===== src/source/fetch_arbiter.sv =====
// Two requesters only. A grant is kept until fetch_done even if its iren drops meanwhile
`timescale 1ns/100ps

module fetch_arbiter (
	input logic CLK,
	input logic nRST,
	input logic [1:0] iren,
	input logic fetch_done,
	output logic fetch_req,
	output logic fetch_sel
);

	logic prio; // Core that wins a tie
	logic granted;
	logic grant_sel;
	logic pick;

	// ##################################################
	// Choice
	// ##################################################
	always_comb
	begin
		if (iren[prio])
			pick = prio;
		else
			pick = ~prio; // Other core, or don't care when idle
	end

	assign fetch_req = granted | (|iren);
	assign fetch_sel = granted ? grant_sel : pick;

	// ##################################################
	// Grant and priority
	// ##################################################
	always_ff @(posedge CLK, negedge nRST)
	begin
		if (!nRST)
		begin
			prio <= 1'b0;
			granted <= 1'b0;
			grant_sel <= 1'b0;
		end
		else if (fetch_done)
		begin
			// Served core loses priority
			prio <= ~fetch_sel;
			granted <= 1'b0;
		end
		else if (!granted && (|iren))
		begin
			granted <= 1'b1;
			grant_sel <= pick;
		end
	end

	// Controller reads iaddr of fetch_sel over several cycles
	assert property (@(posedge CLK) disable iff (!nRST)
		fetch_req && !fetch_done |=> $stable(fetch_sel))
		else $error("fetch_sel moved while a fetch was pending");

endmodule


===== config.mk =====
export PLATFORM = sky130hd
export DESIGN_NAME = fetch_arbiter
export DESIGN_NICKNAME = d
export VERILOG_FILES = /design/src/source/fetch_arbiter.sv
export SDC_FILE = /design/constraint.sdc
export NUM_CORES = 1
export LEC_CHECK = 0
export BUFFER_PORTS_ARGS = -buffer_cell sky130_fd_sc_hd__buf_2
export CORE_AREA = 3 3 40 42
export CTS_BUF_LIST = sky130_fd_sc_hd__clkbuf_8
export CTS_CLUSTER_SIZE = 14
export DETAILED_ROUTE_END_ITERATION = 12
export DIE_AREA = 0 0 43 45
export PLACE_DENSITY = 0.38
export SETUP_SLACK_MARGIN = 0.15
export SYNTH_ARGS = -nofsm -noshare
export SYNTH_HDL_FRONTEND = slang
export SYNTH_SLANG_ARGS = --single-unit

===== constraint.sdc =====
create_clock -name CLK -period 1.59 [get_ports CLK]
set_input_delay 0.477 -clock CLK [delete_from_list [all_inputs] [get_ports CLK]]
set_output_delay 0.477 -clock CLK [all_outputs]
set_load 0.005 [all_outputs]

Word-level counts from Yosys, hierarchy flattened
Index checks and enable logic that the tools add are counted.
{ "word_totals": {"in_bits": 5, "output_inout_bits": 2, "regBits": 3} }
{ "classes": {"mux": 6, "n_reduce_logical": 5, "order_cmp": 1, "bitwise": 4} }
{ "ops": {"columns": ["operator", "count"], "rows": [
  ["$mux 1", 6],
  ["$not 1->1", 3],
  ["$lt 1x2->1 const B", 1],
  ["$reduce_and 2->1", 1],
  ["$reduce_bool 2->1", 1],
  ["$reduce_or 2->1", 1],
  ["$logic_and 1x1->1", 1],
  ["$logic_not 1->1", 1],
  ["$or 1x1->1", 1]
]} }

Logic depth before layout (Yosys ltp)
Gate-level depths: netlist of the first run.
{ "depth": {"depth_word": 5, "mapped_depth": 3} }

Least setup slack after synthesis of the first run
No wires, ideal clock.
{ "synth_path": {"path_kind": "in2out", "start": "input iren[1]", "end": "output fetch_req", "arrival_time_ps": 831, "path_stages": 1, "n_path_buf": 0, "path_slack_ps": 282, "path_cell_list": "or3_4"} }
{ "synth_between": {"elab_chain_len": 2} }
{ "synth_rtl": {"columns": ["item", "line_no", "text"], "rows": [
  ["from (decl)", "7", "input logic [1:0] iren,"],
  ["$reduce_or 2->1", "29", "assign fetch_req = granted | (|iren);"],
  ["$or 1x1->1", "29", null],
  ["to (decl)", "9", "output logic fetch_req,"]
]} }
Every way passes these cells.

Worst setup path after layout of the first run
{ "layout_path": {"start": "register granted", "end": "output fetch_req"} }
{ "layout_between": {"elab_chain_len": 1} }
{ "layout_rtl": {"columns": ["item", "line_no", "text"], "rows": [
  ["from (decl)", "14", "logic granted;"],
  ["from (signal assigned)", "40", "granted <= 1'b0;"],
  ["from (signal assigned)", "47", "granted <= 1'b0;"],
  ["from (signal assigned)", "51", "granted <= 1'b1;"],
  ["$or 1x1->1", "29", null]
]} }
Every way passes these cells.

==> flow_summary_export.csv, run 1 <==
group,metric,value,unit
critical_path,critPathKind,"reg2out",
sta,post-route-min-period,1.58,ns
die,die_h,45,µm
power_and_ir_drop,p_clk_share,56.0,%
sta,finalMaxSlewViolations,0,
logic_synthesis,syn_inst,18,
routing,dr_wl_met2,160,µm
cts,cts_root_buf,"clkbuf_8",
routing,avgRoutedWirePerCell,9.35,µm
cts,h-tree-depth,1,
logic_synthesis,synth_top_area_share,44.4,%
finish,fin_util,22.7,%
finish,final_cells,46,
finish,fillers,143,
global_route,grt_pass1_vias,181,
critical_path,cp.required,1.11,ns
power_and_ir_drop,swShare,24.0,%
logic_synthesis,synth-seq-area-share,44.4,%
global_route,grt_remaining_overflow,0,
critical_path,crit_fanout,3,
critical_path,max_stage_delay,0.39,ns
placement,io_buffers,6,
cts,cts.sinks,3,
power_and_ir_drop,p_per_area,1310,nW/µm²
logic_synthesis,synth_area,169,µm²
finish,syn2layout_area_growth,72.6,%
power_and_ir_drop,power_leakage,0.000146,µW
global_route,grtUsageTotal,5.93,%
cts,postCtsHoldBufs,0,
sta,timing.setup.tns,0,ns
sta,fin_ws,0.00835,ns
routing,wl_met3,60,µm
global_route,grt_start_max_net_pins,6,
power_and_ir_drop,internal_power,290,µW
critical_path,startpoint,"granted$_DFFE_PN0P_",
finish,fin_nets,37,
die,initial_core_util,13.1,%
critical_path,startpoint_type,"flop",
placement,gp_congestion,0.724,
die,fp.coreArea,1280,µm²
critical_path,reg2reg_depth,3,
logic_synthesis,syn_nets,23,
sta,relSlewSlack,88.0,%
finish,diodes,0,
run,cap_violations,0,
routing,drt_wl_total,430,µm
die,die_w,43,µm
sta,rsz0062_at_grt,"yes",
routing,vias,180,
critical_path,crit-reg2reg-launch,"granted$_DFFE_PN0P_",
die,ios,7,
routing,met1_length,195,µm
routing,top_layer,"met4",
placement,place_hpwl,315,µm
sta,fmax,0.632,GHz
cts,cts.clk_slew.worst_paths,0.03,ns
routing,drtIter0Drc,0,
die,dieArea,1940,µm²
routing,route.detailed.drc,0,
logic_synthesis,synth_area_per_cell,9.38,µm²
routing,ant_nets,0,
placement,post-place-ws,0.0343,ns
sta,worstMarginPinSlew,0.179,ns
min_path,hold_path.class,"in2async",
critical_path,endpoint_kind,"output pin",
power_and_ir_drop,seqPwrFrac,27.5,%
logic_synthesis,synth.top_cells.by_area,"dfrtp_1, a31oi_1, nor2b_4",
die,rows,13,
critical_path,crit_slowest_cell,"dfrtp_1",
placement,dp.cells,40,
routing,routed_via_density,3.91,
finish,drive_above_1_share,45.2,%
sta,fin_crit_sh,99.5,%
global_route,antenna_found_initial,0,
power_and_ir_drop,p_sw,91.5,µW
sta,finClkSkew,0.000775,ns
cts,insertion_delay,0.21,ns
critical_path,cp_cell_sequence,"or3_4, buf_6",
cts,clockBufferDepth,2,
global_route,grt_pass1_wl,724,µm
critical_path,crit_arrival,1.10,ns
power_and_ir_drop,pwr-share-comb,16.4,%
logic_synthesis,yosysTopAreaCell,"dfrtp_1",
status,status,"completed",
cts,cts_made_buffers,3,
logic_synthesis,yosys_register_bits,3,
cts,cts_tree,"done",
sta,setup_viol,0,
power_and_ir_drop,ir_worst_vdd,327,µV
logic_synthesis,yosys_warnings,0,
logic_synthesis,yosysUniqueCellTypes,11,
finish,final_common_cell,"buf_2",
sta,hold_viol,0,
routing,drt_first_pass_iters,1,
==> per-stage QoR <==
step | instance area [µm²] | total power [µW] | hold slack, ns
CTS | 292 | 390 | 0.0445
finish | 292 | 382 | 0.0484
global route | 292 | 408 | 0.0489
global placement | 225 | 162 | 0.271
detailed placement | 225 | 163 | 0.273
floorplan | 169 | 137 | 0.181
==> per-layer routing <==
metal	global-route usage (%)	vias up
met5	0	-
met4	9.04	0
met3	3.19	2
met2	7.49	10
met1	5.60	79
li1	-	89
==> synthesized netlist by cell type, drive strengths merged <==
| cell | count |
|---|---|
| a31oi | 3 |
| dfrtp | 3 |
| nor2 | 3 |
| nand2 | 2 |
| a21oi | 1 |
| inv | 1 |
| mux2i | 1 |
| nor2b | 1 |
| o21a | 1 |
| o21ai | 1 |
| or3 | 1 |
==> cell families after synthesis <==
group / after synthesis / share of synthesized area (%)
buf+inv: 1 / 2.22
flops: 3 / 44.4
compound gates: 6 / 21.5
simple gates: 7 / 25.9
mux: 1 / 5.93
==> critical path, delay by kind of cell (launching register included) <==
family	cells	cell delay, ns
buffers and inverters	1	0.12
AND/OR/NAND/NOR	1	0.38
flip-flops	1	0.39
==> layout make-up <==
class,count,area (µm²),area share (%)
sequential,3,75.1,25.8
inverter,1,3.75,1.29
clock inverter,1,3.75,1.29
tap,15,18.8,6.44
timing repair buffer,9,58.8,20.2
clock buffer,3,41.3,14.2
multi-input combinational,14,90.1,30.9
==> worst paths after layout <==
kind / slack (ns) / end
hold reg to reg: 0.59 / prio$_DFFE_PN0P_
max in group asynchronous: 1.44 / prio$_DFFE_PN0P_
setup reg to reg: 0.45 / granted$_DFFE_PN0P_
hold / removal: 0.05 / grant_sel$_DFFE_PN0P_
setup / recovery: 0.008 / fetch_req
min in group CLK: 0.49 / granted$_DFFE_PN0P_
==> flip-flops by register name (all words and copies together), names as in the netlist <==
name / flops
granted: 1
grant_sel: 1
prio: 1
==> power by group through the flow <==
stage	registers [µW]	clock network (µW)	logic, µW
2_1_floorplan	103	0	33.6
3_3_place_gp	107	0	55.7
3_5_place_dp	106	0	56.7
4_1_cts	105	221	63.5
5_1_grt	107	231	69.7
6_report	105	214	62.7
==> timing repair <==
action,CTS,global route
setup buffers,2,0
resized for setup,1,0
endpoints found under the setup margin,2,2
cloned,0,0
pin swaps,1,0
(Power assumes the default switching activity.)
==> run 2, diff against run 1 <==
BUFFER_PORTS_ARGS = -buffer_cell sky130_fd_sc_hd__buf_4   (was -buffer_cell sky130_fd_sc_hd__buf_2)
==> run 2 against run 1 <==
  * Design area grew 5.6%
  * Sequential share of layout area shrank 1.4 points
  * Register-to-register slack gained 0.16 ns
  * Wire length grew 6.3%
  * Fmax grew 1.9%
  * Critical path depth is the same
  * First-iteration DRC count grew 7
  * Setup slack gained 0.029 ns
  * Hold slack lost 0.0059 ns
  * Power grew 4.3%
  * Critical endpoint unchanged
==> flow_summary_export.csv, run 2 (synthesized netlist as in run 1, its figures left out) <==
group,metric,value,unit
cts,h-tree-depth,1,
routing,drtIter0Drc,7,
global_route,antenna_found_initial,0,
sta,relSlewSlack,89.0,%
global_route,grt_start_max_net_pins,6,
placement,postPlaceCellArea,240,µm²
routing,vias,189,
finish,fin_util,24.0,%
finish,final_area,308,µm²
finish,fin_nets,37,
critical_path,timing.rr.end,"granted$_DFFE_PN0P_",
routing,route.detailed.drc,0,
cts,cts.sinks,3,
placement,io_buffers,6,
finish,syn2layout_area_growth,82.2,%
finish,drive_above_1_share,45.2,%
die,fp.coreArea,1280,µm²
placement,place_hpwl,293,µm
critical_path,crit_fanout,2,
critical_path,cp_cell_sequence,"or3_4, buf_6",
finish,diodes,0,
sta,fin_crit_sh,97.6,%
sta,rsz0062_at_grt,"yes",
power_and_ir_drop,power.total,398,µW
finish,final_common_cell,"buf_4",
sta,finClkSkew,0.000309,ns
critical_path,max_stage_delay,0.37,ns
die,die_w,43,µm
global_route,grt_pass1_vias,187,
critical_path,crit-reg2reg-launch,"granted$_DFFE_PN0P_",
run,cap_violations,0,
routing,drt_wl_total,457,µm
cts,cts.clk_slew.worst_paths,0.03,ns
global_route,grtUsageTotal,6.34,%
finish,layout_common_cells,"buf_4, nor2_1, a31oi_1, clkbuf_8, dfrtp_1",
cts,cts_tree,"done",
placement,gp_congestion,0.737,
global_route,grt_remaining_overflow,0,
cts,postCtsHoldBufs,0,
critical_path,crit_arrival,1.08,ns
die,initial_core_util,13.1,%
critical_path,endpoint_kind,"output pin",
critical_path,cp-endpoint,"fetch_req",
cts,insertion_delay,0.21,ns
sta,worstMarginPinSlew,0.164,ns
cts,cts_made_buffers,3,
sta,setup_viol,0,
die,die_h,45,µm
power_and_ir_drop,ir_worst_vdd,466,µV
die,ios,7,
placement,dp.cells,40,
sta,hold_viol,0,
power_and_ir_drop,power_leakage,0.000152,µW
routing,drt_first_pass_iters,5,
critical_path,startpoint,"granted$_DFFE_PN0P_",
finish,final_cells,46,
cts,clockBufferDepth,2,
critical_path,reg2reg_depth,2,
sta,timing.setup.tns,0,ns
cts,cts_root_buf,"clkbuf_8",
critical_path,ff2ff_setup_slack,0.61,ns
min_path,hold_path.class,"in2async",
die,rows,13,
sta,post-route-min-period,1.55,ns
critical_path,crit_slowest_cell,"dfrtp_1",
routing,routed_via_density,4.11,
die,dieArea,1940,µm²
critical_path,critPathKind,"reg2out",
critical_path,cp.required,1.11,ns
critical_path,startpoint_type,"flop",
status,status,"completed",
finish,largest_registers,"grant_sel x1, granted x1, prio x1",
power_and_ir_drop,p_per_area,1290,nW/µm²
sta,fmax,0.644,GHz
sta,finalMaxSlewViolations,0,
global_route,grt_pass1_wl,807,µm
routing,avgRoutedWirePerCell,9.93,µm
routing,ant_nets,0,
-- run 2: per-stage QoR --
| stage | worst slack (ns) | hold WS [ns] |
|---|---|---|
| final | 0.0376 | 0.0426 |
| after global routing | 0.00592 | 0.0393 |
| after CTS | 0.0274 | 0.0373 |
| after detailed placement | 0.0191 | 0.267 |
| after global placement | 0.0256 | 0.265 |
| after floorplan | 0.282 | 0.181 |
-- run 2: final cells by class --
cell class,count,area (µm²)
fill,132,977
multi-input combinational,14,90.1
sequential,3,75.1
timing repair buffer,9,75.1
clock buffer,3,41.3
tap,15,18.8
clock inverter,1,3.75
inverter,1,3.75
-- run 2: power breakdown --
part,internal (µW),total [µW],leakage (µW),switching [µW]
clock,164,215,0.0000269,50.2
combinational,48.0,82.2,0.0000902,34.1
sequential,90.3,101,0.0000348,10.9
-- run 2: worst min path at each step --
stage	slack (ns)	start	depth (start not counted)	endpoint
after floorplan	0.18	nRST	0	grant_sel$_DFFE_PN0P_
after global placement	0.27	nRST	1	grant_sel$_DFFE_PN0P_
after global routing	0.04	nRST	1	granted$_DFFE_PN0P_
after detailed placement	0.27	nRST	1	prio$_DFFE_PN0P_
after CTS	0.04	nRST	1	prio$_DFFE_PN0P_
final	0.04	nRST	1	granted$_DFFE_PN0P_
-- run 2: repair_timing --
item | CTS | global route
setup endpoints to repair | 2 | 2
pin swaps | 1 | 0
gates resized for setup | 3 | 0
setup buffers | 2 | 0
-- run 2: worst max-delay path: cells and delay by family, from the launching register on --
family                 cells  cell delay, ns
buffers and inverters      1            0.12
DFF                        1            0.37
and+or+nand+nor            1            0.37
-- run 2: metal layers --
metal  part of all wire [%]  global-route usage [%]
met2                     36                    7.19
met4                    3.7                    9.04
met5                      0                       0
met1                     48                    7.28
met3                     12                    2.79
==> run 3, diff against run 2 <==
RECOVER_POWER = 25   (was unset)
==> run 3 against run 2 <==
  * Global-route usage unchanged
  * Clock power about the same
  * Die area unchanged
  * Via count decreased by 3.2%
  * Non-clock buffer count unchanged
  * Highest routed layer unchanged
==> flow_summary_export.csv, run 3 (synthesized netlist as in run 1, its figures left out) <==
group,metric,value,unit
critical_path,timing.rr.end,"granted$_DFFE_PN0P_",
critical_path,endpoint_kind,"output pin",
global_route,grt_pass1_vias,187,
sta,fin_crit_sh,97.6,%
global_route,antenna_found_initial,0,
global_route,grt_remaining_overflow,0,
routing,route.detailed.drc,0,
cts,cts_made_buffers,3,
sta,finClkSkew,0.000312,ns
cts,cts_tree,"done",
sta,worstMarginPinSlew,0.164,ns
finish,final_cells,46,
cts,cts.sinks,3,
sta,setup_viol,0,
sta,fmax,0.644,GHz
global_route,grt_start_max_net_pins,6,
critical_path,startpoint,"granted$_DFFE_PN0P_",
sta,relSlewSlack,89.0,%
finish,fillers,134,
finish,multiInputGateArea,90.1,µm²
die,rows,13,
die,die_w,43,µm
finish,diodes,0,
critical_path,ff2ff_setup_slack,0.61,ns
critical_path,crit_arrival,1.08,ns
die,ios,7,
die,dieArea,1940,µm²
global_route,grt_pass1_wl,807,µm
cts,cts.clk_slew.worst_paths,0.03,ns
routing,ant_nets,0,
sta,rsz0062_at_grt,"yes",
critical_path,reg2reg_depth,2,
cts,h-tree-depth,1,
sta,finalMaxSlewViolations,0,
routing,drtIter0Drc,7,
placement,dp.cells,40,
power_and_ir_drop,ir_worst_vdd,466,µV
finish,seq_area,75.1,µm²
power_and_ir_drop,p_per_area,1300,nW/µm²
finish,syn2layout_area_growth,80.0,%
power_and_ir_drop,power_leakage,0.000148,µW
sta,hold_viol,0,
critical_path,crit-reg2reg-launch,"granted$_DFFE_PN0P_",
routing,vias,183,
finish,layout_common_cells,"buf_4, nor2_1, a31oi_1, clkbuf_8, dfrtp_1",
critical_path,critPathKind,"reg2out",
finish,drive_above_1_share,41.9,%
cts,cts_root_buf,"clkbuf_8",
critical_path,startpoint_type,"flop",
die,fp.coreArea,1280,µm²
cts,clockBufferDepth,2,
routing,routed_via_density,3.98,
status,status,"completed",
routing,drt_first_pass_iters,5,
sta,timing.setup.tns,0,ns
finish,largest_registers,"grant_sel x1, granted x1, prio x1",
cts,insertion_delay,0.21,ns
die,initial_core_util,13.1,%
routing,avgRoutedWirePerCell,9.80,µm
critical_path,crit_fanout,2,
run,cap_violations,0,
die,die_h,45,µm
min_path,hold_path.class,"in2async",
placement,place_hpwl,293,µm
routing,drt_wl_total,451,µm
finish,final_common_cell,"buf_4",
finish,fin_util,23.7,%
global_route,grtUsageTotal,6.34,%
sta,post-route-min-period,1.55,ns
finish,fin_nets,37,
critical_path,cp.required,1.11,ns
placement,io_buffers,6,
placement,gp_congestion,0.737,
[run 3: per-layer routing]
metal  global-route usage (%)  part of all wire [%]
met1                     7.28                    47
met2                     7.19                    35
met3                     2.79                    13
met4                     9.04                   3.8
met5                        0                     0
[run 3: area by class of cell]
class	instances	area share, %
Sequential cell	3	24.7
Clock buffer	3	13.6
Multi-Input combinational cell	14	29.6
Tap cell	15	6.17
Inverter	1	1.23
Timing Repair Buffer	9	23.5
Clock inverter	1	1.23
[run 3: through the flow]
stage | worst slack [ns] | hold slack, ns | power (µW) | area, µm²
after floorplan | 0.282 | 0.181 | 137 | 169
after global placement | 0.0256 | 0.265 | 166 | 240
after detailed placement | 0.0191 | 0.267 | 168 | 240
after CTS | 0.0274 | 0.0373 | 405 | 308
after global routing | 0.00592 | 0.0688 | 424 | 304
final | 0.0376 | 0.0592 | 396 | 304
[run 3: worst max path at each step]
stage | endpoint | slack [ns] | cells after the start
floorplan | fetch_req | 0.28 | 1
global placement | fetch_req | 0.03 | 3
detailed placement | fetch_req | 0.02 | 3
CTS | fetch_req | 0.03 | 2
global route | fetch_req | 0.006 | 2
finish | fetch_req | 0.04 | 2
[run 3: what timing repair did]
item | in CTS | in global routing
hold buffers | 0 | 0
endpoints found under the setup margin | 2 | 2
buffers inserted | 2 | 0
pin swaps | 1 | 0
gates resized for setup | 3 | 0
[run 3: where the power goes]
group	leakage, µW	switching, µW	internal, µW	total (µW)
registers	0.0000348	10.4	90.3	101
clock network	0.0000269	50.3	164	215
logic	0.0000865	34.1	47.0	81.1
[run 3: worst max-delay path, stage by stage (launching register included)]
cell	delay [ns]
dfrtp_1	0.37
or3_4	0.37
buf_6	0.12
