<file path="config.mk">
export PLATFORM = sky130hd
export DESIGN_NAME = bus_controller
export DESIGN_NICKNAME = d
export VERILOG_FILES = /design/src/source/coherence_pkg.sv /design/src/source/bus_controller.sv
export VERILOG_INCLUDE_DIRS = /design/src /design/src/include
export SDC_FILE = /design/constraint.sdc
export NUM_CORES = 1
export LEC_CHECK = 0
export BUFFER_PORTS_ARGS = -buffer_cell sky130_fd_sc_hd__buf_4
export CAP_MARGIN = 25
export CORE_AREA = 2 2 200 202
export CTS_CLUSTER_DIAMETER = 30
export CTS_CLUSTER_SIZE = 25
export DETAILED_ROUTE_END_ITERATION = 10
export DIE_AREA = 0 0 202 204
export PLACE_DENSITY = 0.42
export SLEW_MARGIN = 15
export SYNTH_ARGS = -nofsm -noshare
export SYNTH_HDL_FRONTEND = slang
export SYNTH_SLANG_ARGS = --single-unit
</file>
<file path="constraint.sdc">
create_clock -name CLK -period 2.5 [get_ports CLK]
set_input_delay 0.5 -clock CLK [delete_from_list [all_inputs] [get_ports CLK]]
set_output_delay 0.5 -clock CLK [all_outputs]
set_load 0.01 [all_outputs]
</file>
<file path="src/include/coherence_settings.svh">
// Bus widths and RAM timing. RAM_LATENCY must be 1 or more and addresses wrap inside the RAM depth
`ifndef COHERENCE_SETTINGS_SVH
`define COHERENCE_SETTINGS_SVH

// ##################################################
// Data path
// ##################################################
// Bits per data word
`define WORD_W 32
// Bits per word address
`define ADDR_W 32

// ##################################################
// RAM
// ##################################################
// RAM holds 2**RAM_DEPTH_LOG2 words
`define RAM_DEPTH_LOG2 10
// BUSY cycles before the ACCESS cycle
`define RAM_LATENCY 2

`endif

</file>
<file path="src/source/coherence_pkg.sv">
// Bus types for exactly two cores. Widths come from the settings header
`include "coherence_settings.svh"

package coherence_pkg;

	typedef logic [`WORD_W-1:0] word_t;
	typedef logic [`ADDR_W-1:0] addr_t;

	typedef enum logic [1:0] {FREE, BUSY, ACCESS} ramstate_t;

	// SNOOPn carries the requesting core in its name
	typedef enum logic [3:0] {
		IDLE,
		WB1, WB2,
		FETCH,
		SNOOP0, SNOOP1,
		LD1, LD2, // Snoop served from RAM
		C2C1, C2C2 // Snoop served by the dirty owner
	} bus_state_t;

	typedef struct packed {
		logic iren;
		addr_t iaddr;
		logic dren;
		logic dwen;
		addr_t daddr;
		word_t dstore;
		logic cctrans;
		logic ccwrite;
	} cache_req_t;

	typedef struct packed {
		logic iwait;
		word_t iload;
		logic dwait;
		word_t dload;
		logic ccwait;
		logic ccinv;
		addr_t ccsnoopaddr;
	} cache_rsp_t;

	typedef struct packed {
		logic ren;
		logic wen;
		addr_t addr;
		word_t store;
	} ram_req_t;

endpackage

</file>
<file path="src/source/bus_controller.sv">
// One transaction at a time with write-back over snoop over fetch. Each block is two words
`timescale 1ns/100ps

module bus_controller
	import coherence_pkg::*;
(
	input logic CLK,
	input logic nRST,
	input cache_req_t [1:0] cache_req,
	output cache_rsp_t [1:0] cache_rsp,
	input logic fetch_req,
	input logic fetch_sel,
	output logic fetch_done,
	output ram_req_t ram_req,
	input ramstate_t ramstate,
	input word_t ramload
);

	bus_state_t state, next_state;
	logic core, core_n; // Writer or snoop requester
	logic other;
	logic access;
	logic snoop_ans;

	assign other = ~core;
	assign access = (ramstate == ACCESS);
	assign snoop_ans = ((state == SNOOP0) || (state == SNOOP1)) && cache_req[other].cctrans;

	always_ff @(posedge CLK, negedge nRST)
	begin
		if (!nRST)
		begin
			state <= IDLE;
			core <= 1'b0;
		end
		else
		begin
			state <= next_state;
			core <= core_n;
		end
	end

	// ##################################################
	// Next state
	// ##################################################
	always_comb
	begin : next_logic
		next_state = state;
		core_n = core;
		case (state)
			IDLE:
			begin
				if (cache_req[0].dwen || cache_req[1].dwen)
				begin
					next_state = WB1;
					core_n = ~cache_req[0].dwen; // Core 0 first on a tie
				end
				else if (cache_req[0].cctrans && cache_req[0].dren)
				begin
					next_state = SNOOP0;
					core_n = 1'b0;
				end
				else if (cache_req[1].cctrans && cache_req[1].dren)
				begin
					next_state = SNOOP1;
					core_n = 1'b1;
				end
				else if (fetch_req)
					next_state = FETCH;
			end
			WB1:
				if (access) next_state = WB2;
			WB2:
				if (access) next_state = IDLE;
			FETCH:
				if (access) next_state = IDLE;
			SNOOP0, SNOOP1:
			begin
				// Owner with a dirty copy supplies the data itself
				if (snoop_ans)
					next_state = cache_req[other].ccwrite ? C2C1 : LD1;
			end
			LD1:
				if (access) next_state = LD2;
			LD2:
				if (access) next_state = IDLE;
			C2C1:
				if (access) next_state = C2C2;
			C2C2:
				if (access) next_state = IDLE;
			default:
				next_state = IDLE;
		endcase
	end

	// ##################################################
	// Outputs
	// ##################################################
	always_comb
	begin : output_logic
		for (int i = 0; i < 2; i++)
		begin
			cache_rsp[i].iwait = 1'b1;
			cache_rsp[i].iload = '0;
			cache_rsp[i].dwait = 1'b1;
			cache_rsp[i].dload = '0;
			cache_rsp[i].ccwait = 1'b0;
			cache_rsp[i].ccinv = cache_req[1-i].ccwrite; // Other core is writing
			cache_rsp[i].ccsnoopaddr = '0;
		end
		ram_req = '0;
		fetch_done = 1'b0;

		case (state)
			WB1, WB2:
			begin
				ram_req.wen = 1'b1;
				ram_req.addr = cache_req[core].daddr;
				ram_req.store = cache_req[core].dstore;
				cache_rsp[core].dwait = ~access;
				cache_rsp[other].ccwait = 1'b1;
			end
			FETCH:
			begin
				ram_req.ren = 1'b1;
				ram_req.addr = cache_req[fetch_sel].iaddr;
				cache_rsp[fetch_sel].iwait = ~access;
				cache_rsp[fetch_sel].iload = ramload;
				fetch_done = access;
			end
			SNOOP0, SNOOP1:
			begin
				cache_rsp[other].ccwait = 1'b1;
				cache_rsp[other].ccsnoopaddr = cache_req[core].daddr;
			end
			LD1, LD2:
			begin
				ram_req.ren = 1'b1;
				ram_req.addr = cache_req[core].daddr;
				cache_rsp[core].dwait = ~access;
				cache_rsp[core].dload = ramload;
				cache_rsp[other].ccwait = 1'b1;
				cache_rsp[other].ccsnoopaddr = cache_req[core].daddr;
			end
			C2C1, C2C2:
			begin
				// Owner word goes to RAM and to the requester together
				ram_req.wen = 1'b1;
				ram_req.addr = cache_req[other].daddr;
				ram_req.store = cache_req[other].dstore;
				cache_rsp[core].dwait = ~access;
				cache_rsp[core].dload = cache_req[other].dstore;
				cache_rsp[other].dwait = ~access;
				cache_rsp[other].ccwait = 1'b1;
				cache_rsp[other].ccsnoopaddr = cache_req[core].daddr;
			end
			default:
			begin
			end
		endcase
	end

	// ##################################################
	// Checks
	// ##################################################
	assert property (@(posedge CLK) disable iff (!nRST)
		!(ram_req.ren && ram_req.wen))
		else $error("RAM read and write requested together");

	assert property (@(posedge CLK) disable iff (!nRST)
		!(cache_rsp[0].ccwait && cache_rsp[1].ccwait))
		else $error("Both cores held in ccwait");

	// Busy states end only on a RAM completion or a snoop answer
	assert property (@(posedge CLK) disable iff (!nRST)
		state != IDLE |=> (state == $past(state)) || $past(access || snoop_ans))
		else $error("Controller left a busy state without ACCESS or snoop answer");

endmodule

</file>
After elaboration in Yosys (flattened, before gate mapping)
Cells that the tools add are included.

Input port bits: 240. Flip-flop bits (word level): 5. Output and inout bits: 267. Word-level logic and storage cells: 100.

Mux-type cells: 53. Equality and inequality tests: 16. Order comparisons: 6. Bitwise gates (word level): 3. Reduce and logical (&&, ||, !) cells: 20.

Operators with widths (count): $bwmux 200 (13); $pmux 200 s5 (1); $demux 100 s1 (7); $mux 66 (5); $mux 100 (3); $mux 67 (2); $mux 99 (1); $pmux 32 s3 (1); $pmux 32 s2 (1); $mux 4 (10); $mux 34 (1); $mux 32 (1); $pmux 4 s6 (1); $eq 4x3->1 const B (4); $reduce_or 4->1 (3); $eq 4x2->1 const B (2); $eq 4x4->1 const B (2); $ne 2x2->1 const B (4); $reduce_or 2->1 (4); $logic_and 1x1->1 (6); $lt 1x2->1 const B (3); $mux 1 (6); $reduce_and 6->1 (1); $ne 5x5->1 const B (1); other kinds (10) (15).

Longest topological paths before layout
Gate-level depths: netlist of the first run.

Word-level depth: 10. Depth in mapped cells: 8. Gate-level depth less buffers: 5.

Worst setup path after synthesis of the first run
No wires, ideal clock.

Kind: input-to-output. From: input fetch_sel. To: output ram_req[34] in the netlist's numbering. Buffers on the path: 2. Required time: 2000 ps. Setup slack: 483 ps. Data arrival time: 1517 ps. Stages: 4. Cell sequence: buf_2 > clkbuf_1 > mux2i_1 > o22ai_1.

RTL lines: start, declared (RTL line bus_controller.sv:12) `input logic fetch_sel,`; end, declared (RTL line bus_controller.sv:14) `output ram_req_t ram_req,`.

==> results of run 1 <==
-- worst max path at each step --
stage	startpoint	endpoint	depth (start not counted)
4_1_cts	state[2]$_DFFE_PN0P_	ram_req[62]	10
3_3_place_gp	state[2]$_DFFE_PN0P_	cache_rsp[148]	7
5_1_grt	state[2]$_DFFE_PN0P_	ram_req[60]	10
2_1_floorplan	fetch_sel	ram_req[34]	4
6_report	state[2]$_DFFE_PN0P_	ram_req[34]	9
3_5_place_dp	state[2]$_DFFE_PN0P_	cache_rsp[148]	7
-- through the flow --
stage	cells	TNS (ns)	total power, mW	worst slack (ns)
detailed placement	1566	-0.0430	8.59	-0.0430
global placement	1566	-0.0336	8.59	-0.0336
floorplan	577	0	4.64	0.483
CTS	1596	-0.0128	10.0	-0.0122
global route	1603	-2.31	11.6	-0.0866
finish	1603	-0.00856	10.9	-0.00780
-- synth_stat cells, types with 3 or more instances --
cell type,count
buf_2,31
mux2i_1,34
clkbuf_1,33
a31oi_1,3
nor2_1,49
o21ai_0,4
nand2b_1,4
a221oi_1,116
buf_4,4
o22ai_1,32
inv_1,4
dfrtp_1,5
a21oi_1,6
nor2_2,3
o31ai_1,3
buf_6,10
a221oi_2,10
and2_1,129
nand2_1,10
a22o_1,65
-- logic make-up (layout without fill, tap and decap cells) --
kind of cell / Yosys count / count (layout) / synth area share [%]
and+or+nand+nor: 207 / 211 / 28.3
buffers and inverters: 83 / 580 / 10.5
xor gates and xnor gates: 2 / 2 / 0.594
muxes: 35 / 35 / 8.35
AOI/OAI and AO/OA: 245 / 245 / 49.3
DFF: 5 / 5 / 2.97
-- sequential cells by signal, summed over array words and instances, names as in the netlist --
| register | cells |
|---|---|
| state | 4 |
| core | 1 |
-- what timing repair did --
item | CTS | global route
endpoints found under the setup margin | 129 | 179
hold buffers | 0 | 0
setup buffers | 18 | 5
cloned | 8 | 4
gates resized for setup | 16 | 63
pin swaps | 13 | 40
-- placed cells by master, fill, tap and decap left out, types with 3 or more instances in the layout --
| cell type | instances |
|---|---|
| buf_4 | 535 |
| and2_1 | 127 |
| a221oi_1 | 68 |
| a22o_1 | 65 |
| a221oi_2 | 54 |
| nor2_1 | 39 |
| mux2i_1 | 34 |
| o22ai_1 | 32 |
| buf_12 | 23 |
| nor2_4 | 11 |
| nand2_1 | 9 |
| nor2_2 | 6 |
| a21oi_1 | 6 |
| clkbuf_16 | 6 |
| nand2b_1 | 4 |
| a221oi_4 | 4 |
| inv_1 | 3 |
| o21ai_1 | 3 |
| a31oi_1 | 3 |
| o31ai_1 | 3 |
| bufbuf_16 | 3 |
| buf_16 | 3 |
| buf_6 | 3 |
-- routing by layer --
| layer | vias to the layer above | routed length, um | part of all wire (%) | GRT usage, % |
|---|---|---|---|---|
| li1 | 3329 | - | - | - |
| met1 | 3491 | 14100 | 40 | 18.3 |
| met2 | 419 | 17700 | 51 | 27.6 |
| met3 | 47 | 2390 | 6.8 | 2.18 |
| met4 | 0 | 847 | 2.4 | 4.07 |
| met5 | - | 0 | 0 | 0 |
-- power breakdown --
part / total (mW) / leakage (nW) / internal [mW] / switching [mW]
Clock: 0.267 / 0.0409 / 0.209 / 0.0575
Combinational: 10.4 / 4.59 / 5.02 / 5.43
Sequential: 0.194 / 0.0599 / 0.127 / 0.0667
-- critical path, stage by stage (launching register included) --
cell and delay, ns:
dfrtp_1 0.38, buf_4 0.14, nor2b_4 0.17, xnor2_4 0.14, buf_12 0.17, nor2_4 0.04, buf_12 0.16, a221oi_1 0.28
o22ai_1 0.11, buf_4 0.16
-- cell type report --
class	count	area [um2]
Multi-Input combinational cell	493	4130
Clock buffer	3	75.1
Fill cell	4249	29400
Timing Repair Buffer	572	4800
Inverter	4	16.3
Clock inverter	1	5.00
Sequential cell	5	131
Tap cell	525	657
==> results.md, run 1 <==
* Worst EP required at approximately 2.0 ns
* Cell Area, Placed at 8760 um2
* R2R setup slack at between 0.5 and 0.6 ns
* MaxCap Viol Count at 0
* Gpl congestion at 0.829
* Root Buffer: clkbuf_16
* Primary FF master, synth: dfrtp_1
* Reg2reg start: core$_DFFE_PN0P_
* EDFF count, synth at 0
* Number of synthesis warnings at 0
* Row count at 73
* Hold Vio Cnt, Final at 0
* Routed WL at 35.0 mm
* Diode count at 0
* Global-route wire length before repair at approximately 47 mm
* Worst Path Arrival at 2.01 ns
* Final instance area at just under 10,000 um2
* Initial antenna violation count at 1
* Final setup margin at -0.00780 ns
* Fin nets at between 1,000 and 1,500
* Synth area leaders: a221oi_1 24%, and2_1 19%, a22o_1 14%, mux2i_1 8.1%, o22ai_1 4.8%
* Fin util at 25.0%
* Remaining antenna violation count at 0
* Syn Area/Cell at around 7.3 um2
* WL per Instance at ~22 um
* Syn Inst Count at approximately 580
* Synth area leader: a221oi_1
* Seq/Total Area, Yosys at under 10%
* Setup Skew at ~0.0018 ns
* Power Dens Cells at approximately 1100 nW/um2
* Fraction of layout cells with a size suffix above 1 at ~62%
* Syn nets at approximately 820
* Yosys cell types at 39
* Maximum VDD drop at between 0.0003 and 0.0004 V
* Reg2reg path depth at 5
* Port bufs at slightly above 500
* H-tree Lvls at 1
* Remaining DRCs at 0
* Fin. max-slew vios at 0
* Ports at slightly above 500
* All-layer global routing usage at 15.1%
* Die ar. at just over 40,000 um2
* Slew of the pin with the lowest slew margin at ~0.56 ns
* Post-DP HPWL at 25.0 mm
* Grt total ovfl at 0
* Via count at between 7,000 and 8,000
* Failing checks: negative setup slack
* Yosys top cell area share at about 24%
* Vias/cell at 4.55
* RR Endpoint: state[1]$_DFFE_PN0P_
* Initial Utilization at 10.7%
* First-pass DRT Iterations at 5
* Final setup fails at 2
* CORE AREA at between 30,000 and 40,000 um2
* Mapped cell area at about 4200 um2
* Fin crit period at around 2.5 ns
* Seq cells post-synth at 5
* RSZ-0062 raised after global routing: yes
* Clk slew on worst S/H paths at about 0.040 ns
* Clock latency at the later pin of the worst-skew pair at roughly 0.23 ns
* Max Fanout on Critical Path at 16
* Max_slew headroom at 63.0%
* Crit end category: output port
* Clock buffer depth at 2
* CP startpoint kind: flop
* Vias in the first global route at roughly 7,100
* Number of buffers created by CTS at 3
* Min Hold Slack at ~0.064 ns
* Die W at between 200 and 250 um
* DR iter-0 viols at ~410
* Fraction of registers with async set/reset at 100%
* # clock sinks at 5
* Fmax at roughly 400 MHz
* Critical path class: reg -> out
* Area grow syn2layout at 133%
* Die Ht at slightly above 200 um
* Status: finished with violations
* Hold/Removal Path Class: in -> async
* P_leak at between 4 and 5 nW
* TritonCTS clock tree: built
* Tcrit/Tclk final at 100%
* Largest net degree at the start of global routing at 45
Note: power is estimated with default switching activity, not from simulation.
==> run 2: changes to the inputs <==
--- a/config.mk
+++ b/config.mk
@@ -6,14 +6,16 @@
 export SDC_FILE = /design/constraint.sdc
 export NUM_CORES = 1
 export LEC_CHECK = 0
+export ABC_AREA = 1
 export BUFFER_PORTS_ARGS = -buffer_cell sky130_fd_sc_hd__buf_4
 export CAP_MARGIN = 25
-export CORE_AREA = 2 2 200 202
+export CORE_AREA = 2 2 196 198
 export CTS_CLUSTER_DIAMETER = 30
 export CTS_CLUSTER_SIZE = 25
 export DETAILED_ROUTE_END_ITERATION = 10
-export DIE_AREA = 0 0 202 204
-export PLACE_DENSITY = 0.42
+export DIE_AREA = 0 0 198 200
+export PLACE_DENSITY = 0.43
+export SKIP_CTS_REPAIR_TIMING = 1
 export SLEW_MARGIN = 15
 export SYNTH_ARGS = -nofsm -noshare
 export SYNTH_HDL_FRONTEND = slang
==> run 2 against run 1 <==
Net effect: the flow now finishes without violations; sequential share of layout area grew 0.096 points; clock power is essentially flat; global-route usage grew 1.6 points; largest cell class unchanged.
==> results.md, run 2 <==
* Die ar. at 39,600 um2 (-3.9%)
* Die W at 198 um (-2.0%)
* Met3 Use GR at 2.99% (+0.81 points)
* Count leader, synth: nand2_1
* Worst EP required at 2.00 ns (about the same)
* Crit-path cells: nand2_4, inv_4, o21ai_4, buf_12, nor2_2, buf_12, buf_4, nand2_1, nand4_1, buf_4
* Slowest stage cell, crit path: dfrtp_1
* Row count at 71 (-2.7%)
* Fin. max-slew vios at 0 (unchanged)
* Largest Register: state
* Fin cells at 1,911 (+19%)
* Seq cells post-synth at 5 (unchanged)
* Initial antenna violation count at 1 (unchanged)
* Vias in the first global route at 7,823 (+9.7%)
* Power Dens Cells at 815 nW/um2 (-27%)
* Gpl congestion at 0.850 (+2.5%)
* Routed WL at 36.6 mm (+4.7%)
* Final setup margin at 0.0433 ns (+0.0511 ns)
* Mapped cell area at 4060 um2 (-3.5%)
* Area grow syn2layout at 123%
* Critical path class: reg -> out
* Place WS at 0.0377 ns (+0.0807 ns)
* Crit. Startpoint: state[0]$_DFFE_PN0P_
* Hold/Removal Path Class: in -> async
* Most frequent cells in the layout: 540 x buf_4, 298 x nand2_1, 120 x nor2_1
* TritonCTS clock tree: built
* Via count at 8,075 (+11%)
* # clock sinks at 5 (unchanged)
* Seq pwr share at 2.4% (+0.6 points)
* Sw Pwr at 4.06 mW (-27%)
* Diode count at 0 (unchanged)
* Combinational share of power at 94.0% (-1.8 points)
* All-layer global routing usage at 16.7% (+1.6 points)
* Post-Route Setup TNS at 0 ns (+0.00856 ns)
* Gr busiest metal: met2
* Top cell family by delay on the critical path: buffers and inverters
* Reg2reg start: core$_DFFE_PN0P_
* Number of synthesis warnings at 0 (unchanged)
* EDFF count, synth at 0 (unchanged)
* H-tree Lvls at 1 (unchanged)
* Global-route wire length before repair at 49.5 mm (+4.8%)
* Commonest non-fill, non-tap cell in the layout: buf_4
* Cell Area, Placed at 8720 um2 (-0.43%)
* Max reg flops at 4 (unchanged)
* RSZ-0062 raised after global routing: yes
* Vias/cell at 4.23 (-7.0%)
* Root Buffer: clkbuf_16
* Sw Ratio at 55.0% (+4.1 points)
* Yosys cell types at 25 (-36%)
* Synth area leaders: nand2_1 28%, nor2_1 11%, o21ai_0 10%, inv_1 9.4%, nor3_1 7.8%
* Port bufs at 504 (unchanged)
* Fraction of layout cells with a size suffix above 1 at 42.4% (-20 points)
* Met1 Track Usage GR at 19.3% (+0.94 points)
* Seq/Total Area, Yosys at 3.08% (+0.11 points)
* WL per Instance at 19.2 um (-12%)
* R2R setup slack at 0.81 ns (+0.28 ns)
* Syn Inst Count at 902 (+56%)
* Primary FF master, synth: dfrtp_1
* Die Ht at 200 um (-2.0%)
* Remaining antenna violation count at 0 (unchanged)
* Post-DP HPWL at 29.3 mm (+17%)
* Maximum VDD drop at 0.000493 V (+34%)
* Largest net degree at the start of global routing at 70 (+56%)
* Clk slew on worst S/H paths at 0.03 ns (about the same)
* Number of buffers created by CTS at 3 (unchanged)
* Fmax at 407 MHz (+2.1%)
* Grt total ovfl at 0 (unchanged)
* Largest regs: state x4, core x1
* Clock buffer depth at 2 (unchanged)
* CP bufs+invs at 5 (+1)
* Fraction of registers with async set/reset at 100% (unchanged)
* Post-synth top cells: 303 x nand2_1, 124 x nor2_1, 102 x inv_1
* CORE AREA at 37,400 um2 (-4.6%)
* Syn Area/Cell at 4.50 um2 (-38%)
* Final setup fails at 0 (-2)
* Dpl cells at 1,890 (+21%)
* MaxCap Viol Count at 0 (unchanged)
* Remaining DRCs at 0 (unchanged)
* CP startpoint kind: flop
* Max_slew headroom at 55.1% (-7.9 points)
* Tcrit/Tclk final at 98.3% (-2.0 points)
* Yosys top cell area share at 28.0% (+3.9 points)
* Hold Vio Cnt, Final at 0 (unchanged)
* P_leak at 4.88 nW (+4.1%)
* Max Fanout on Critical Path at 9 (-7)
* Clk pwr share at 3.6% (+1.2 points)
* Met2 global-route usage at 31.9% (+4.2 points)
* First-pass DRT Iterations at 5 (unchanged)
* Worst path max stage delay at 0.46 ns (+0.08 ns)
* Fin nets at 1,641 (+24%)
* Setup Skew at 0.00145 ns (-0.000339 ns)
* Fin crit period at 2.46 ns (-0.0511 ns)
* Worst Path Arrival at 1.96 ns (-0.05 ns)
* Ports at 507 (unchanged)
* Clock latency at the later pin of the worst-skew pair at 0.23 ns (about the same)
* Crit end category: output port
* DR iter-0 viols at 372 (-9.9%)
* Internal Power at 3.32 mW (-38%)
* Syn nets at 1,142 (+40%)
* Final instance area at 9060 um2 (-7.6%)
* Status: finished, final reports clean
* Slew of the pin with the lowest slew margin at 0.674 ns (+0.118 ns)
* Initial Utilization at 10.9% (+0.11 points)
* Synth area leader: nand2_1
run 2: cell count changes in the layout (fill, tap and decap cells not counted), sizes merged, moves of 65 or more:
cell / delta
a221oi: -126
a22o: -65
and2: -129
inv: +102
nand2: +294
nor2: +72
o21ai: +78
run 2: per-layer routing:
layer	share of wire (%)	wire length [um]
met1	40	14800
met2	51	18600
met3	6.9	2540
met4	1.9	684
met5	0	0
run 2: logic make-up (layout without fill, tap and decap cells):
kind of cell / Yosys count / after routing / share of synthesized area (%)
buf+inv: 174 / 671 / 16.5
flops: 5 / 5 / 3.08
simple gates: 559 / 559 / 57.2
compound gates: 164 / 165 / 23.3
run 2: power by group through the flow:
stage | Combinational (mW) | Sequential, mW | Clock (mW)
finish | 6.94 | 0.179 | 0.267
global route | 7.54 | 0.184 | 0.280
CTS | 6.58 | 0.160 | 0.275
detailed placement | 6.56 | 0.161 | 0
global placement | 6.57 | 0.160 | 0
floorplan | 2.91 | 0.141 | 0
run 2: area by class of cell:
class,count,area [um2]
fill,4335,28300
timing repair buffer,561,4460
tap,511,639
clock buffer,4,78.8
inverter,106,405
multi-input combinational,724,3350
sequential,5,130
run 2: final timing paths:
check | endpoint | cells after the start
hold / removal | state[3]$_DFFE_PN0P_ | 1
setup / recovery | ram_req[10] | 10
hold reg to reg | state[2]$_DFFE_PN0P_ | 2
setup reg to reg | state[1]$_DFFE_PN0P_ | 9
min in group CLK | core$_DFFE_PN0P_ | 3
max in group asynchronous | core$_DFFE_PN0P_ | 1
run 2: worst reg2reg max path, cell delays in order, from the launching register on:
cell and delay (ns):
dfrtp_4 0.50, inv_2 0.22, buf_4 0.30, nand2_1 0.08
nand2_1 0.10, nor2_1 0.05, nor2_1 0.12, nand2_1 0.07
nand3_1 0.08, nand2_1 0.05
run 2: through the flow:
stage               total power, mW  utilization, %  hold WS [ns]
detailed placement             6.72            23.3         0.311
global route                   8.00            24.2        0.0695
floorplan                      3.05               -         0.204
global placement               6.73            23.3         0.310
finish                         7.38            24.2        0.0694
CTS                            7.01            23.5        0.0680
==> run 3: changes to the inputs <==
--- a/config.mk
+++ b/config.mk
@@ -6,15 +6,14 @@
 export SDC_FILE = /design/constraint.sdc
 export NUM_CORES = 1
 export LEC_CHECK = 0
-export ABC_AREA = 1
 export BUFFER_PORTS_ARGS = -buffer_cell sky130_fd_sc_hd__buf_4
 export CAP_MARGIN = 25
-export CORE_AREA = 2 2 196 198
+export CORE_AREA = 2 2 200 202
 export CTS_CLUSTER_DIAMETER = 30
 export CTS_CLUSTER_SIZE = 25
 export DETAILED_ROUTE_END_ITERATION = 10
-export DIE_AREA = 0 0 198 200
-export PLACE_DENSITY = 0.43
+export DIE_AREA = 0 0 202 204
+export PLACE_DENSITY = 0.42
 export SKIP_CTS_REPAIR_TIMING = 1
 export SLEW_MARGIN = 15
 export SYNTH_ARGS = -nofsm -noshare
==> run 3 against run 2 <==
Net effect: the run now ends with negative setup slack left; combinational power up 53%; fmax down 2.5%; flip-flop and latch count is the same; largest power group unchanged; final area grew 9.5%; die area increased by 4.1%.
==> results.md, run 3 (same netlist as run 1, synthesis figures left out) <==
* Largest net degree at the start of global routing at 65 (-7.1%)
* Status: finished with violations
* Row count at 73 (+2.8%)
* Tcrit/Tclk final at 101% (+2.5 points)
* Post-DP HPWL at 25.0 mm (-15%)
* Grt total ovfl at 0 (unchanged)
* Via count at 7,373 (-8.7%)
* RSZ-0062 raised after global routing: yes
* Fraction of layout cells with a size suffix above 1 at 62.5% (+20 points)
* Largest Register: state
* Area grow syn2layout at 136%
* Tot Pwr at 11.1 mW (+50%)
* Port bufs at 504 (unchanged)
* Die ar. at 41,200 um2 (+4.1%)
* Clock latency at the later pin of the worst-skew pair at 0.23 ns (about the same)
* Global-route wire length before repair at 44.3 mm (-11%)
* CP startpoint kind: flop
* Crit end category: output port
* Diode count at 0 (unchanged)
* Number of buffers created by CTS at 3 (unchanged)
* TritonCTS clock tree: built
* Max_slew headroom at 61.2% (+6.1 points)
* Crit-path most repeated cell: buf_4
* H-tree Lvls at 1 (unchanged)
* Min Hold Slack at 0.0650 ns (-0.00435 ns)
* Final setup margin at -0.0187 ns (-0.0620 ns)
* Hold Vio Cnt, Final at 0 (unchanged)
* # clock sinks at 5 (unchanged)
* Storage cell area at 134 um2 (+2.9%)
* Worst path max stage delay at 0.39 ns (-0.07 ns)
* Power Dens Cells at 1120 nW/um2 (+37%)
* Most frequent cells in the layout: 534 x buf_4, 128 x and2_1, 66 x a221oi_1
* Area of the multi-input gates at 4150 um2 (+24%)
* Remaining antenna violation count at 0 (unchanged)
* WL per Instance at 22.4 um (+17%)
* Dpl cells at 1,566 (-17%)
* Vias in the first global route at 6,851 (-12%)
* Filler cells at 4,243 (-2.1%)
* Critical path class: reg -> out
* Final setup fails at 1 (+1)
* Routed WL at 36.1 mm (-1.5%)
* CORE AREA at 39,200 um2 (+4.8%)
* Initial antenna violation count at 1 (unchanged)
* CP bufs+invs at 5 (unchanged)
* Setup Skew at 0.000563 ns (-0.000891 ns)
* Fin crit period at 2.52 ns (+0.0620 ns)
* Clk slew on worst S/H paths at 0.03 ns (about the same)
* Fin cells at 1,609 (-16%)
* Die W at 202 um (+2.0%)
* Max reg flops at 4 (unchanged)
* Remaining DRCs at 0 (unchanged)
* R2R setup slack at 0.56 ns (-0.25 ns)
* Ports at 507 (unchanged)
* Failing checks: negative setup slack
* Worst EP required at 2.00 ns (about the same)
* Post-Route Setup TNS at -0.0187 ns (-0.0187 ns)
* Largest regs: state x4, core x1
* Slew of the pin with the lowest slew margin at 0.582 ns (-0.0911 ns)
* Clock buffer depth at 2 (unchanged)
* DR iter-0 viols at 458 (+23%)
* Worst Path Arrival at 2.02 ns (+0.06 ns)
* Maximum VDD drop at 0.000405 V (-18%)
* Slowest stage cell, crit path: dfrtp_1
* Hold/Removal Path Class: in -> async
* P_leak at 4.74 nW (-2.9%)
* Root Buffer: clkbuf_16
* Gpl congestion at 0.829 (-2.4%)
* Commonest non-fill, non-tap cell in the layout: buf_4
* All-layer global routing usage at 13.9% (-2.8 points)
* Die Ht at 204 um (+2.0%)
* Top cell family by delay on the critical path: buffers and inverters
* Vias/cell at 4.58 (+8.4%)
* Max Fanout on Critical Path at 8 (-1)
* Fmax at 397 MHz (-2.5%)
* Initial Utilization at 10.7% (-0.11 points)
* Fin nets at 1,325 (-19%)
* MaxCap Viol Count at 0 (unchanged)
* Crit-path cells: buf_6, nand2b_4, nor2_4, buf_12, clkbuf_16, buf_4, a221oi_1, o22ai_1, buf_4
* Fin. max-slew vios at 0 (unchanged)
* Place WS at -0.0430 ns (-0.0807 ns)
* First-pass DRT Iterations at 5 (unchanged)
run 3: final cells by class:
type	instances	share of cell area [%]
timing repair buffer	578	49.3
multi-input combinational	493	41.8
tap	525	6.62
clock inverter	1	0.0504
clock buffer	3	0.756
sequential	5	1.35
inverter	4	0.164
run 3: through the flow:
| step | utilization (%) | area [um2] |
|---|---|---|
| CTS | 22.6 | 8840 |
| global placement | 22.3 | 8760 |
| floorplan | - | 4210 |
| finish | 25.3 | 9930 |
| global route | 25.3 | 9930 |
| detailed placement | 22.3 | 8760 |
run 3: final timing paths:
kind | from | end | cells past startpoint
worst max-delay path | state[2]$_DFFE_PN0P_ | ram_req[62] | 9
worst min-delay path | nRST | state[0]$_DFFE_PN0P_ | 1
worst max register to register | core$_DFFE_PN0P_ | state[1]$_DFFE_PN0P_ | 5
worst min register to register | state[1]$_DFFE_PN0P_ | state[3]$_DFFE_PN0P_ | 2
max in group asynchronous | nRST | core$_DFFE_PN0P_ | 1
min in group CLK | cache_req[66] | core$_DFFE_PN0P_ | 2
run 3: worst register-to-register path, delay by kind of cell, from the launching register on:
kind	cells	cell delay (ns)
buf+inv	1	0.46
flops	1	0.53
compound gates	3	0.42
mux	1	0.46
run 3: metal layers:
layer	share of wire [%]	wire, um	global-route usage [%]	up-vias
met2	50	18100	25.8	441
met3	7.2	2600	2.31	48
li1	-	-	-	3338
met1	40	14500	16.7	3546
met5	0	0	0	-
met4	2.5	900	3.13	0
run 3: report_power, final:
group / switching [mW] / internal [mW]
clock network: 0.0574 / 0.209
registers: 0.0707 / 0.131
logic: 5.55 / 5.09
